$ cat config.mk
export PLATFORM = sky130hd
export DESIGN_NAME = piece_pos
export DESIGN_NICKNAME = d
export VERILOG_FILES = /design/src/design/display_pkg.sv /design/src/design/board_pkg.sv /design/src/design/piece_pos.sv /design/src/design/pixel_mapper.sv /design/src/design/drop_control.sv /design/src/design/input_decode.sv
export VERILOG_INCLUDE_DIRS = /design/src /design/src/design
export SDC_FILE = /design/constraint.sdc
export NUM_CORES = 1
export LEC_CHECK = 0
export BUFFER_PORTS_ARGS = -buffer_cell sky130_fd_sc_hd__clkbuf_2
export CAP_MARGIN = 20
export CORE_ASPECT_RATIO = 0.75
export CORE_MARGIN = 8
export CORE_UTILIZATION = 40
export DETAILED_ROUTE_END_ITERATION = 6
export GPL_TIMING_DRIVEN = 1
export PLACE_DENSITY = 0.7
export RECOVER_POWER = 50
export SYNTH_ARGS = -nofsm -noshare
export SYNTH_HDL_FRONTEND = slang
export SYNTH_SLANG_ARGS = --single-unit
$ cat constraint.sdc
create_clock -name clk -period 10.3 [get_ports clk]
set_input_delay 0.515 -clock clk [delete_from_list [all_inputs] [get_ports clk]]
set_output_delay 0.515 -clock clk [all_outputs]
set_load 0.01 [all_outputs]
$ cat src/design/board_config.svh
`ifndef BOARD_CONFIG_SVH
`define BOARD_CONFIG_SVH

// Board size
`define NUM_COLS 7
`define NUM_ROWS 6

// Cursor row across the top of the board
`define COL_X0   40	// x of column 1
`define COL_STEP 10
`define AIM_Y    20

// Parking spot while nobody is aiming
`define IDLE_X   70
`define IDLE_Y   10

// Landed pieces, counted up from the bottom row
`define BOTTOM_Y 80
`define ROW_STEP 10

// RGB codes for the display
`define COLOUR_RED    3'b100
`define COLOUR_YELLOW 3'b110

`endif
$ cat src/design/display_pkg.sv
package display_pkg;

	// Screen coordinate, x or y
	typedef logic [7:0] pixel_t;

	// One bit each of red, green and blue
	typedef logic [2:0] colour_t;

endpackage

$ cat src/design/board_pkg.sv
package board_pkg;

	`include "board_config.svh"

	// 1 to 7, 0 while idle
	typedef logic [3:0] col_t;

	// 1 is the top row and 6 the bottom, 0 for none
	typedef logic [3:0] row_t;

	// Pieces in one column, 0 up to a full column
	typedef logic [$clog2(`NUM_ROWS + 1) - 1:0] height_t;

	typedef logic player_t;

	localparam player_t player_red    = 1'b0;
	localparam player_t player_yellow = 1'b1;

	typedef enum logic [1:0] {
		phase_idle,
		phase_aim,
		phase_drop	// Piece shown at its landing cell until down is released
	} phase_t;

	// Button encoding, 2'b11 is not a direction
	typedef enum logic [1:0] {
		dir_none  = 2'b00,
		dir_right = 2'b01,
		dir_left  = 2'b10
	} dir_t;

endpackage

$ cat src/design/piece_pos.sv
`timescale 1ns/1ns

module piece_pos
	import board_pkg::*;
	import display_pkg::*;
(
	input  logic    clk,
	input  logic    rst,
	input  dir_t    direction,
	input  logic    down,
	output pixel_t  x,
	output pixel_t  y,
	output colour_t colour,
	output logic    clear,
	output player_t player,
	output col_t    col,
	output row_t    row
);

	// Button events, one cycle each
	logic right_press;
	logic left_press;
	logic down_press;
	logic down_release;

	phase_t  phase;
	height_t landed_height;

	input_decode u_input_decode (
		.clk          (clk),
		.rst          (rst),
		.direction    (direction),
		.down         (down),
		.right_press  (right_press),
		.left_press   (left_press),
		.down_press   (down_press),
		.down_release (down_release)
	);

	// Cursor and landed row go straight out as col and row
	drop_control u_drop_control (
		.clk           (clk),
		.rst           (rst),
		.right_press   (right_press),
		.left_press    (left_press),
		.down_press    (down_press),
		.down_release  (down_release),
		.phase         (phase),
		.cursor        (col),
		.landed_row    (row),
		.landed_height (landed_height),
		.player        (player)
	);

	pixel_mapper u_pixel_mapper (
		.clk           (clk),
		.rst           (rst),
		.phase         (phase),
		.cursor        (col),
		.landed_height (landed_height),
		.player        (player),
		.x             (x),
		.y             (y),
		.colour        (colour),
		.clear         (clear)
	);

endmodule

$ cat src/design/pixel_mapper.sv
`timescale 1ns/1ns

`include "board_config.svh"

module pixel_mapper
	import board_pkg::*;
	import display_pkg::*;
(
	input  logic    clk,
	input  logic    rst,
	input  phase_t  phase,
	input  col_t    cursor,
	input  height_t landed_height,
	input  player_t player,
	output pixel_t  x,
	output pixel_t  y,
	output colour_t colour,
	output logic    clear
);

	pixel_t  col_x;
	pixel_t  landed_y;
	pixel_t  x_next;
	pixel_t  y_next;
	colour_t colour_next;
	logic    clear_next;

	// Column 1 sits at COL_X0
	assign col_x    = pixel_t'(`COL_X0 + `COL_STEP * (int'(cursor) - 1));
	assign landed_y = pixel_t'(`BOTTOM_Y - `ROW_STEP * int'(landed_height));

	always_comb
	begin
		case (phase)
			phase_aim:
			begin
				x_next     = col_x;
				y_next     = pixel_t'(`AIM_Y);
				clear_next = 1'b1;
			end

			phase_drop:
			begin
				x_next     = col_x;
				y_next     = landed_y;
				clear_next = 1'b0;	// Piece stays drawn
			end

			default:
			begin
				x_next     = pixel_t'(`IDLE_X);
				y_next     = pixel_t'(`IDLE_Y);
				clear_next = 1'b1;
			end
		endcase
	end

	assign colour_next = (player == player_red) ? `COLOUR_RED : `COLOUR_YELLOW;

	always_ff @(posedge clk or negedge rst)
	begin
		if (!rst)
		begin
			x      <= pixel_t'(`IDLE_X);
			y      <= pixel_t'(`IDLE_Y);
			colour <= `COLOUR_YELLOW;	// Yellow moves first
			clear  <= 1'b1;
		end
		else
		begin
			x      <= x_next;
			y      <= y_next;
			colour <= colour_next;
			clear  <= clear_next;
		end
	end

endmodule

$ cat src/design/drop_control.sv
`timescale 1ns/1ns

`include "board_config.svh"

module drop_control
	import board_pkg::*;
(
	input  logic    clk,
	input  logic    rst,
	input  logic    right_press,
	input  logic    left_press,
	input  logic    down_press,
	input  logic    down_release,
	output phase_t  phase,
	output col_t    cursor,
	output row_t    landed_row,
	output height_t landed_height,
	output player_t player
);

	height_t heights [1:`NUM_COLS];	// Indexed by column number
	height_t col_height;
	logic    col_full;
	logic    start_drop;
	logic    commit;

	// Height under the cursor, nothing to look up while idle
	always_comb
	begin
		if (cursor == '0)
			col_height = '0;
		else
			col_height = heights[cursor];
	end

	assign col_full = (col_height >= `NUM_ROWS);

	assign start_drop = (phase == phase_aim) && down_press && !col_full;
	assign commit     = (phase == phase_drop) && down_release;

	always_ff @(posedge clk or negedge rst)
	begin
		if (!rst)
		begin
			phase         <= phase_idle;
			cursor        <= '0;
			landed_row    <= '0;
			landed_height <= '0;
		end
		else
		begin
			case (phase)
				phase_idle:
				begin
					if (right_press)
					begin
						cursor <= col_t'(`NUM_COLS);	// Enter from the right edge
						phase  <= phase_aim;
					end
					else if (left_press)
					begin
						cursor <= col_t'(1);
						phase  <= phase_aim;
					end
				end

				phase_aim:
				begin
					if (start_drop)
					begin
						// Lowest free cell, counted from the top
						landed_row    <= row_t'(`NUM_ROWS - int'(col_height));
						landed_height <= col_height;
						phase         <= phase_drop;
					end
					else if (right_press)
					begin
						if (cursor < col_t'(`NUM_COLS))
							cursor <= cursor + 1'b1;
					end
					else if (left_press)
					begin
						if (cursor > col_t'(1))
							cursor <= cursor - 1'b1;
					end
				end

				phase_drop:
				begin
					if (commit)
					begin
						phase         <= phase_idle;
						cursor        <= '0;
						landed_row    <= '0;
						landed_height <= '0;
					end
				end

				default:
				begin
					phase         <= phase_idle;
					cursor        <= '0;
					landed_row    <= '0;
					landed_height <= '0;
				end
			endcase
		end
	end

	// Board contents and turn only change when a move is committed
	always_ff @(posedge clk or negedge rst)
	begin
		if (!rst)
		begin
			player <= player_yellow;
			for (int i = 1; i <= `NUM_COLS; i++)
				heights[i] <= '0;
		end
		else if (commit)
		begin
			heights[cursor] <= col_height + 1'b1;
			player          <= ~player;
		end
	end

endmodule

$ cat src/design/input_decode.sv
`timescale 1ns/1ns

module input_decode
	import board_pkg::*;
(
	input  logic clk,
	input  logic rst,
	input  dir_t direction,
	input  logic down,
	output logic right_press,
	output logic left_press,
	output logic down_press,
	output logic down_release
);

	dir_t dir_q;	// Sampled this edge
	dir_t dir_prev;
	logic down_q;
	logic down_prev;

	always_ff @(posedge clk or negedge rst)
	begin
		if (!rst)
		begin
			dir_q     <= dir_none;
			dir_prev  <= dir_none;
			down_q    <= 1'b0;
			down_prev <= 1'b0;
		end
		else
		begin
			dir_q     <= direction;
			dir_prev  <= dir_q;
			down_q    <= down;
			down_prev <= down_q;
		end
	end

	// A move only counts when the stick leaves the centre
	always_comb
	begin
		right_press = 1'b0;
		left_press  = 1'b0;
		if (dir_prev == dir_none)
		begin
			case (dir_q)
				dir_right: right_press = 1'b1;
				dir_left:  left_press  = 1'b1;
				default:
				begin
					right_press = 1'b0;	// 2'b11 or still centred
					left_press  = 1'b0;
				end
			endcase
		end
	end

	assign down_press   = down_q & ~down_prev;
	assign down_release = ~down_q & down_prev;

endmodule

# Word level (Yosys, flattened, before mapping)
# Cells that the tools add are included.
# classes
n_mul,2
order_cmp,5
n_addsub,7
n_bitwise,7
reduce_logical,12
eq_ne,11
n_mux,34
# op_table
cell,n
$mux 4,9
$mul 4x32->7 const A,1
$pmux 4 s3,2
$bwmux 21,1
$mux 3,6
$pmux 8 s2,1
$ne 3x3->1 const B,4
$mux 2,5
$bmux 3 s3,1
$demux 3 s3,1
$pmux 3 s3,1
$add 7x8->8 const A,1
$mux 8,1
$sub 8x8->8 const A,1
$mul 3x3->6 const A,1
$pmux 2 s3,1
$reduce_and 3->1,2
$reduce_and 6->1,1
$ge 5x4->1 const B,1
$lt 5x1->1 const B,1
$mux 1,5
$not 4->5,1
$sub 4x1->5 const B,1
$add 4x1->4 const B,1
other kinds (17),28
# totals
register_bits,61
output_inout_bits,29
input_bits,5

# Depth between registers and ports, before layout
# Gate-level depths: netlist (run 1).
# depth
word_depth,10
mapped_depth,14
ltp_nobuf,11

# Hierarchy
# From an unflattened synthesis (run 1), not the netlist that was laid out.
# unflattened
cells_unflattened,262
hier_area_um2,2979.1
# by_module_without_submodules
module,area_per_inst_um2,instances,cells_per_inst
drop_control,1845.5,1,161
pixel_mapper,953.4,1,91
input_decode,180.2,1,10

# Worst setup path before layout (run 1)
# Ideal clock, no wire load.
# synth_path
path_kind,register -> register
start,register u_drop_control.cursor[1]
end,register u_pixel_mapper.x[7]
path_slack_ns,6.813
path_stages_with_launch,15
arrival_time_ns,3.368
required_ns,10.181
setup_time_ns,0.119
cell_sequence,dfrtp_1 > buf_2 > buf_4 > inv_1 > ha_1 > nor2b_1 > nor2b_1 > buf_2 > ha_1 > fa_1 > or2_2 > or3_1 > o2bb2ai_1 > xnor2_1 > and2_1
# synth_between
elab_chain_len,4
# synth_lines
element,line,source
from (decl),drop_control.sv:15,"output col_t cursor,"
from (signal assigned),drop_control.sv:57,cursor <= col_t'(`NUM_COLS);
from (signal assigned),drop_control.sv:62,cursor <= col_t'(1);
from (signal assigned),drop_control.sv:79,cursor <= cursor + 1'b1;
$sub 4x1->5,pixel_mapper.sv:29,assign col_x = pixel_t'(`COL_X0 + `COL_STEP * (int'(cursor) - 1));
$mul 4x32->7 (no source line),n/a,
$add 7x8->8 (no source line),n/a,
$mux 8,pixel_mapper.sv:34,case (phase)
net u_pixel_mapper.x_next[7],pixel_mapper.sv:23,pixel_t x_next;
to (signal assigned),pixel_mapper.sv:64,x <= pixel_t'(`IDLE_X);
to (signal assigned),pixel_mapper.sv:71,x <= x_next;
to (decl),pixel_mapper.sv:15,"output pixel_t x,"
# The timed path passes the listed nets, and every way through them passes these cells.
# A chain may end at the register's enable or synchronous reset.

# Worst setup path after layout (run 1)
# Same ends and word-level chain as after synthesis.

==> results of run 1 <==
through the flow:
| step | setup WS, ns | cell area (um^2) |
|---|---|---|
| detailed placement | 6.41 | 3290 |
| finish | 6.40 | 3380 |
| CTS | 6.38 | 3390 |
| global route | 6.15 | 3380 |
| global placement | 6.62 | 3290 |
| floorplan | 6.81 | 3110 |
path summary, 6_finish.rpt:
| kind | slack, ns | to | depth (start not counted) |
|---|---|---|---|
| max | 6.40 | u_pixel_mapper.x[7] | 11 |
| min | 0.31 | u_input_decode.dir_q[1] | 1 |
| max reg2reg | 6.40 | u_pixel_mapper.x[7] | 11 |
| min reg2reg | 0.40 | u_pixel_mapper.colour[1] | 0 |
| max in group asynchronous | 7.41 | u_drop_control.heights[16] | 2 |
| min in group asynchronous | 1.25 | u_pixel_mapper.y[5] | 2 |
power by group through the flow:
stage          Combinational, mW  Sequential, mW  Clock (mW)
6_report                   0.651           0.344       0.131
5_1_grt                    0.724           0.352       0.143
4_1_cts                    0.654           0.345       0.135
3_5_place_dp               0.650           0.349           0
3_3_place_gp               0.634           0.345           0
2_1_floorplan              0.515           0.338           0
per-layer routing:
metal / up-vias / routed length, um / track usage / part of all wire
li1: 977 / - / - / -
met1: 1008 / 3100 / 0.160 / 0.50
met2: 40 / 2630 / 0.179 / 0.43
met3: 5 / 398 / 0.0380 / 0.064
met4: 0 / 58 / 0.0361 / 0.0094
met5: - / 0 / 0 / 0
cell families after synthesis:
kind of cell | synth area share
muxes | 0.141
DFF | 0.455
AOI/OAI and AO/OA | 0.113
adders and majority gates | 0.0831
xor gates and xnor gates | 0.0452
other | 0.00242
and+or+nand+nor | 0.116
buffers and inverters | 0.0444
state kept, by name, summed over array words and instances, names as in the netlist:
| signal | cells |
|---|---|
| u_drop_control.landed_row | 3 |
| u_drop_control.heights | 21 |
| u_input_decode.dir_q | 2 |
| u_drop_control.phase | 2 |
| u_input_decode.dir_prev | 2 |
| u_pixel_mapper.x | 7 |
| u_input_decode.down_q | 1 |
| u_pixel_mapper.colour | 1 |
| u_drop_control.landed_height | 3 |
| u_pixel_mapper.clear | 1 |
| u_drop_control.cursor | 4 |
| u_pixel_mapper.y | 7 |
| u_drop_control.player | 1 |
| u_input_decode.down_prev | 1 |
layout make-up:
class,count,share of cell area
clock buffers,8,0.0296
well taps,101,0.0374
repair buffers,30,0.0436
inverters,10,0.0111
flip-flops and latches,56,0.417
multi-input cells,189,0.461
cells in the mapped netlist, drive strengths merged, types with 2 or more instances:
cell type,number
a21o,2
mux2i,10
o21bai,2
dfstp,8
dfrtp,48
buf,11
nor4b,3
o22ai,2
nor2b,7
a221oi,2
or3,5
nand3,5
xor2,6
a221o,2
nand2,12
conb,2
and2,4
clkbuf,5
o31ai,2
o21ai,8
inv,9
mux2,29
a21oi,9
xnor2,10
nor3b,2
o21a,3
ha,19
o21ba,2
nor2,15
nand2b,2
a211oi,2
nor3,3
or2,3
==> results by group, run 1 <==
Run status
  – Result of the run: finished, violations left
  – Violations in the final reports: capacitance limit, slew limit

CTS
  – Post CTS Setup Buffer Count: 0
  – Clock insertion delay at the later pin of the skew report: 0.31 ns
  – Maximum buffer depth of the clock tree: 2
  – Clk slew on worst S/H paths: 0.09 ns
  – Total clock buffers created by CTS: 5
  – CTS H-tree depth: 2
  – Number of hold buffers added after CTS: 0
  – Resized Gates After CTS: 0
  – Root buffer selected by CTS: sky130_fd_sc_hd__clkbuf_8
  – Sink count of the clock tree: 56
  – CTS tree: yes

Yosys
  – Most instantiated flip-flop cell in the synthesis netlist: sky130_fd_sc_hd__dfrtp_1
  – Number of flops mapped to enable cells by yosys: 0
  – Synthesis Warnings: 0
  – Post-synth cell types: 60
  – Yosys top cell by area: sky130_fd_sc_hd__dfrtp_1
  – Number of synthesized register bits: 56
  – Ranking of synthesized cells by area: sky130_fd_sc_hd__dfrtp_1 (39%), sky130_fd_sc_hd__mux2_2 (8.7%), sky130_fd_sc_hd__ha_1 (7.7%)
  – Proportion of synthesized chip area in sequential cells: 0.455
  – Number of instances in the synthesized netlist: 269
  – Mean cell area of the mapped netlist: 11.5 um^2
  – Async SR Flop Fraction: 1.00
  – Synth top area share: 0.387
  – Cell area after synthesis: 3100 um^2

Timing
  – Highest clock rate: 0.256 GHz
  – Clock tree skew after final layout: 0.00639 ns
  – Final Slew Violations: 57
  – Ratio of final minimum period to clock period: 0.379
  – Final hold slack: 0.307 ns
  – Unrepaired setup endpoints after global routing: no
  – Final Setup Violations: 0
  – Period minus WS final: 3.90 ns
  – Normalized max-slew margin: -0.943
  – Fin. Hold Viols: 0
  – Summed negative setup slack over all endpoints: 0 ns
  – Worst Tran Pin Value: 2.91 ns

Routing
  – Antenna Nets Post-Route: 0
  – Starting DRT DRC Count: 117
  – Average wire per cell in the routed design: 15.7 um
  – Vias: 2030
  – Router iterations before antenna repair: 4
  – Routed vias/inst: 5.15
  – Total detailed-routing wirelength: 6180 um
  – Post-detailed-route DRC marker count: 0

Setup path
  – Maximum fanout encountered on the critical timing path: 18
  – Cell chain of the critical path: inv_1 -> ha_1 -> nor2b_1 -> nor2b_1 -> ha_1 -> fa_1 -> or2_2 -> or3_1 -> o2bb2ai_1 -> xnor2_1 -> and2_1
  – Worst setup path startpoint: u_drop_control.cursor[1]
  – Critical path launch point type: flop
  – Category of the most critical setup path: reg -> reg
  – Cell type of the slowest stage on the worst timing path: sky130_fd_sc_hd__dfrtp_1
  – Arrival time at the worst endpoint: 4.10 ns
  – Critical Path Sink Type: flop
  – Required time reported for the critical path endpoint: 10.50 ns
  – Family with the most delay on the worst path: simple AND/OR/NAND/NOR gates
  – Worst flop-to-flop path startpoint: u_drop_control.cursor[1]
  – Max stage delay on crit path: 0.63 ns
  – Count of buffering cells on the critical path with inverters included: 1

Floorplan
  – Die height: 92.3 um
  – Initial Utilization: 0.417
  – Die Span X: 118 um
  – Number of placement rows: 27
  – Core area: 7430 um^2
  – Die Area: 10900 um^2
  – Number of top-level pins: 34

Pwr
  – Leakage power summed over all cells: 1.60 nW
  – Total power: 1.13 mW
  – Combinational share of power: 0.579
  – Fraction of power consumed by sequential logic: 0.305
  – Switching power: 0.475 mW
  – Worst IR drop on VDD: 178 uV
  – Internal: 0.650 mW
  – Net switching fraction of the power: 0.422
  – PD cells: 333 nW/um^2
  – Relative contribution of the clock network to total power: 0.116

Final layout
  – Filler cell count in the final layout: 702
  – Core occupancy in the finished layout: 0.455
  – Area occupied by multi-input gates: 1560 um^2
  – Most common cell after layout, fill and taps aside: sky130_fd_sc_hd__dfrtp_1
  – Total inserted antenna cells: 0
  – Sequential Area: 1410 um^2
  – Net count of the finished layout: 317
  – Commonest cells after routing, fill and taps aside: sky130_fd_sc_hd__dfrtp_1 (48), sky130_fd_sc_hd__clkbuf_2 (28), sky130_fd_sc_hd__mux2_2 (24), sky130_fd_sc_hd__ha_1 (19), sky130_fd_sc_hd__nor2_1 (15)
  – Fraction of layout cells with a size suffix above 1: 0.287
  – Post-route non-filler standard cell count: 394
  – Area added between synthesis and finish: 9.08%

Min path
  – Type of the most critical hold path: in -> reg
  – Min-Delay Startpoint: direction[1]

Global route
  – Maximum number of pins on one net before global-route repair: 57
  – Overall track demand over capacity in global routing: 0.119
  – Global-route wire length before repair: 10600 um
  – Initial antenna violation count: 0
  – Vias in the first global route: 2058
  – Total congestion overflow after global routing: 0

Placement
  – Final weighted congestion of routability-driven global placement: 0.840
  – Number of instances in the placed design: 386
  – Count of input and output buffers: 29
  – Final HPWL DP: 4630 um

Job
  – Max_cap viols: 1
(Power assumes the default switching activity.)
==> run 2, diff against run 1 <==
--- a/config.mk
+++ b/config.mk
@@ -13,7 +13,7 @@
 export CORE_UTILIZATION = 40
 export DETAILED_ROUTE_END_ITERATION = 6
 export GPL_TIMING_DRIVEN = 1
-export PLACE_DENSITY = 0.7
+export PLACE_DENSITY = 0.72
 export RECOVER_POWER = 50
 export SYNTH_ARGS = -nofsm -noshare
 export SYNTH_HDL_FRONTEND = slang
==> constraint.sdc (replaced) <==
create_clock -name clk -period 3.32 [get_ports clk]
set_input_delay 0.166 -clock clk [delete_from_list [all_inputs] [get_ports clk]]
set_output_delay 0.166 -clock clk [all_outputs]
set_load 0.01 [all_outputs]
==> run 2 against run 1 <==
Effect of this change: the flow now finishes without violations; flip-flop and latch count unchanged; utilization increased by 1.0 points; clock power increased to 3.4 times the previous value; via count increased by 5.0%; first-iteration DRC count increased by 73%; register-to-register slack got worse by 6.3 ns; global-route usage increased by 0.35 points; die area unchanged; routed wire length increased by 7.5%; sequential share of layout area decreased by 0.94 points; clock-buffer cell count decreased by 1; critical path type unchanged.
==> results by group, run 2 (synthesis gave the netlist of run 1 again) <==
Run status
  – Result of the run: completed

CTS
  – Sink count of the clock tree: 56
  – Clock insertion delay at the later pin of the skew report: 0.31 ns
  – Clk slew on worst S/H paths: 0.10 ns
  – Maximum buffer depth of the clock tree: 2
  – CTS H-tree depth: 2
  – Root buffer selected by CTS: sky130_fd_sc_hd__clkbuf_8
  – Total clock buffers created by CTS: 5
  – CTS tree: yes

Placement
  – Instance area after placement: 3330 um^2
  – Final weighted congestion of routability-driven global placement: 0.820
  – Final HPWL DP: 4890 um
  – Count of input and output buffers: 29

Global route
  – Maximum number of pins on one net before global-route repair: 34
  – Overall track demand over capacity in global routing: 0.123
  – Global-route wire length before repair: 10800 um
  – Initial antenna violation count: 0
  – Vias in the first global route: 2098
  – Total congestion overflow after global routing: 0

Final layout
  – Commonest cells after routing, fill and taps aside: sky130_fd_sc_hd__dfrtp_1 (48), sky130_fd_sc_hd__clkbuf_1 (26), sky130_fd_sc_hd__mux2_2 (24), sky130_fd_sc_hd__ha_1 (18), sky130_fd_sc_hd__nor2_1 (15)
  – Biggest registers after layout: u_drop_control.heights (21), u_pixel_mapper.x (7), u_pixel_mapper.y (7)
  – Post-Layout Inst Area: 3460 um^2
  – Register with the highest flop count: u_drop_control.heights
  – Core occupancy in the finished layout: 0.466
  – Fraction of layout cells with a size suffix above 1: 0.229
  – Most common cell after layout, fill and taps aside: sky130_fd_sc_hd__dfrtp_1
  – Total inserted antenna cells: 0
  – Net count of the finished layout: 325
  – Sequential Area: 1410 um^2
  – Max FFs per register: 21
  – Area occupied by multi-input gates: 1590 um^2
  – Filler cell count in the final layout: 695
  – Area added between synthesis and finish: 11.6%

Pwr
  – PD cells: 1070 nW/um^2
  – Leakage power summed over all cells: 1.57 nW
  – Worst IR drop on VDD: 574 uV

Job
  – Max_cap viols: 0

Timing
  – Final hold slack: 0.402 ns
  – Highest clock rate: 0.312 GHz
  – Final Slew Violations: 0
  – Ratio of final minimum period to clock period: 0.966
  – Final Setup Violations: 0
  – Clock tree skew after final layout: 0.00881 ns
  – Worst Tran Pin Value: 1.29 ns
  – Period minus WS final: 3.21 ns
  – Normalized max-slew margin: 0.143
  – Fin. Hold Viols: 0

Floorplan
  – Die Span X: 118 um
  – Die Area: 10900 um^2
  – Die height: 92.3 um
  – Core area: 7430 um^2
  – Number of top-level pins: 34
  – Number of placement rows: 27
  – Initial Utilization: 0.417

Setup path
  – Category of the most critical setup path: reg -> reg
  – Critical Path Sink Type: flop
  – Cell type of the slowest stage on the worst timing path: sky130_fd_sc_hd__fa_1
  – Count of buffering cells on the critical path with inverters included: 1
  – Arrival time at the worst endpoint: 3.42 ns
  – Max stage delay on crit path: 0.50 ns
  – Critical path launch point type: flop
  – Most used cell along the critical path: sky130_fd_sc_hd__nor2b_1
  – Cell chain of the critical path: inv_1 -> ha_4 -> nor2b_1 -> nor2b_1 -> ha_1 -> fa_1 -> or2_2 -> or3_1 -> o2bb2ai_1 -> xnor2_1 -> and2_1
  – Worst setup path startpoint: u_drop_control.cursor[1]
  – Maximum fanout encountered on the critical timing path: 6
  – Family with the most delay on the worst path: simple AND/OR/NAND/NOR gates
  – Required time reported for the critical path endpoint: 3.53 ns
  – Worst flop-to-flop path startpoint: u_drop_control.cursor[1]

Routing
  – Post-detailed-route DRC marker count: 0
  – Router iterations before antenna repair: 4
  – Average wire per cell in the routed design: 16.5 um
  – Antenna Nets Post-Route: 0
  – Routed vias/inst: 5.30
  – Total detailed-routing wirelength: 6650 um
  – Vias: 2131
  – Starting DRT DRC Count: 202

Min path
  – Min-Delay Startpoint: u_drop_control.player
  – Type of the most critical hold path: reg -> reg
[run 2: changes by cell type in the layout (fill, tap and decap cells not counted), sizes merged]
cell | before | now
dlygate4sd3 | 0 | 4
buf | 0 | 3
bufinv | 0 | 1
[run 2: per-stage QoR]
stage / std cells / worst slack [ns] / TNS (ns) / total power, mW
global placement: 390 / 0.183 / 0 / 3.11
CTS: 402 / 0.0810 / 0 / 3.66
finish: 402 / 0.113 / 0 / 3.69
global route: 402 / -0.00213 / -0.00213 / 3.96
floorplan: 271 / 0.0172 / 0 / 2.67
detailed placement: 390 / 0.108 / 0 / 3.19
[run 2: worst register-to-register path: cells and delay by family (launching register included)]
kind / cells / cell delay (ns)
xor gates and xnor gates: 1 / 0.12
and+or+nand+nor: 5 / 1.21
AOI/OAI and AO/OA: 1 / 0.14
adders and majority gates: 3 / 0.99
buffers and inverters: 1 / 0.19
DFF: 1 / 0.45
[run 2: where the power goes]
| group | switching (mW) | internal, mW |
|---|---|---|
| Clock | 0.223 | 0.226 |
| Combinational | 1.25 | 0.980 |
| Sequential | 0.106 | 0.899 |
[run 2: layout make-up]
| class | count | share of cell area |
|---|---|---|
| Clock buffer | 7 | 0.0221 |
| Clock inverter | 1 | 0.00868 |
| Inverter | 10 | 0.0108 |
| Multi-Input combinational cell | 189 | 0.460 |
| Sequential cell | 56 | 0.408 |
| Tap cell | 101 | 0.0365 |
| Timing Repair Buffer | 38 | 0.0542 |
[run 2: repair_timing]
item | CTS | global route
endpoints found under the hold margin | 23 | 0
resized for setup | 0 | 3
endpoints found under the setup margin | 0 | 1
buffers inserted | 0 | 0
hold buffers | 4 | 0
[run 2: layer usage]
| metal | up-vias | global-route usage | share of wire |
|---|---|---|---|
| met1 | 1058 | 0.164 | 0.48 |
| met2 | 65 | 0.184 | 0.43 |
| met3 | 12 | 0.0386 | 0.075 |
| met4 | 0 | 0.0436 | 0.018 |
| li1 | 996 | - | - |
| met5 | - | 0 | 0 |
[run 2: path summary, 6_finish.rpt]
path	endpoint	slack (ns)	cells after the start
worst max-delay path	u_pixel_mapper.x[7]	0.11	11
worst min-delay path	u_pixel_mapper.colour[1]	0.40	0
worst max register to register	u_pixel_mapper.x[7]	0.11	11
worst min register to register	u_pixel_mapper.colour[1]	0.40	0
max in group asynchronous	u_drop_control.heights[8]	1.21	3
min in group asynchronous	u_pixel_mapper.y[5]	0.64	2
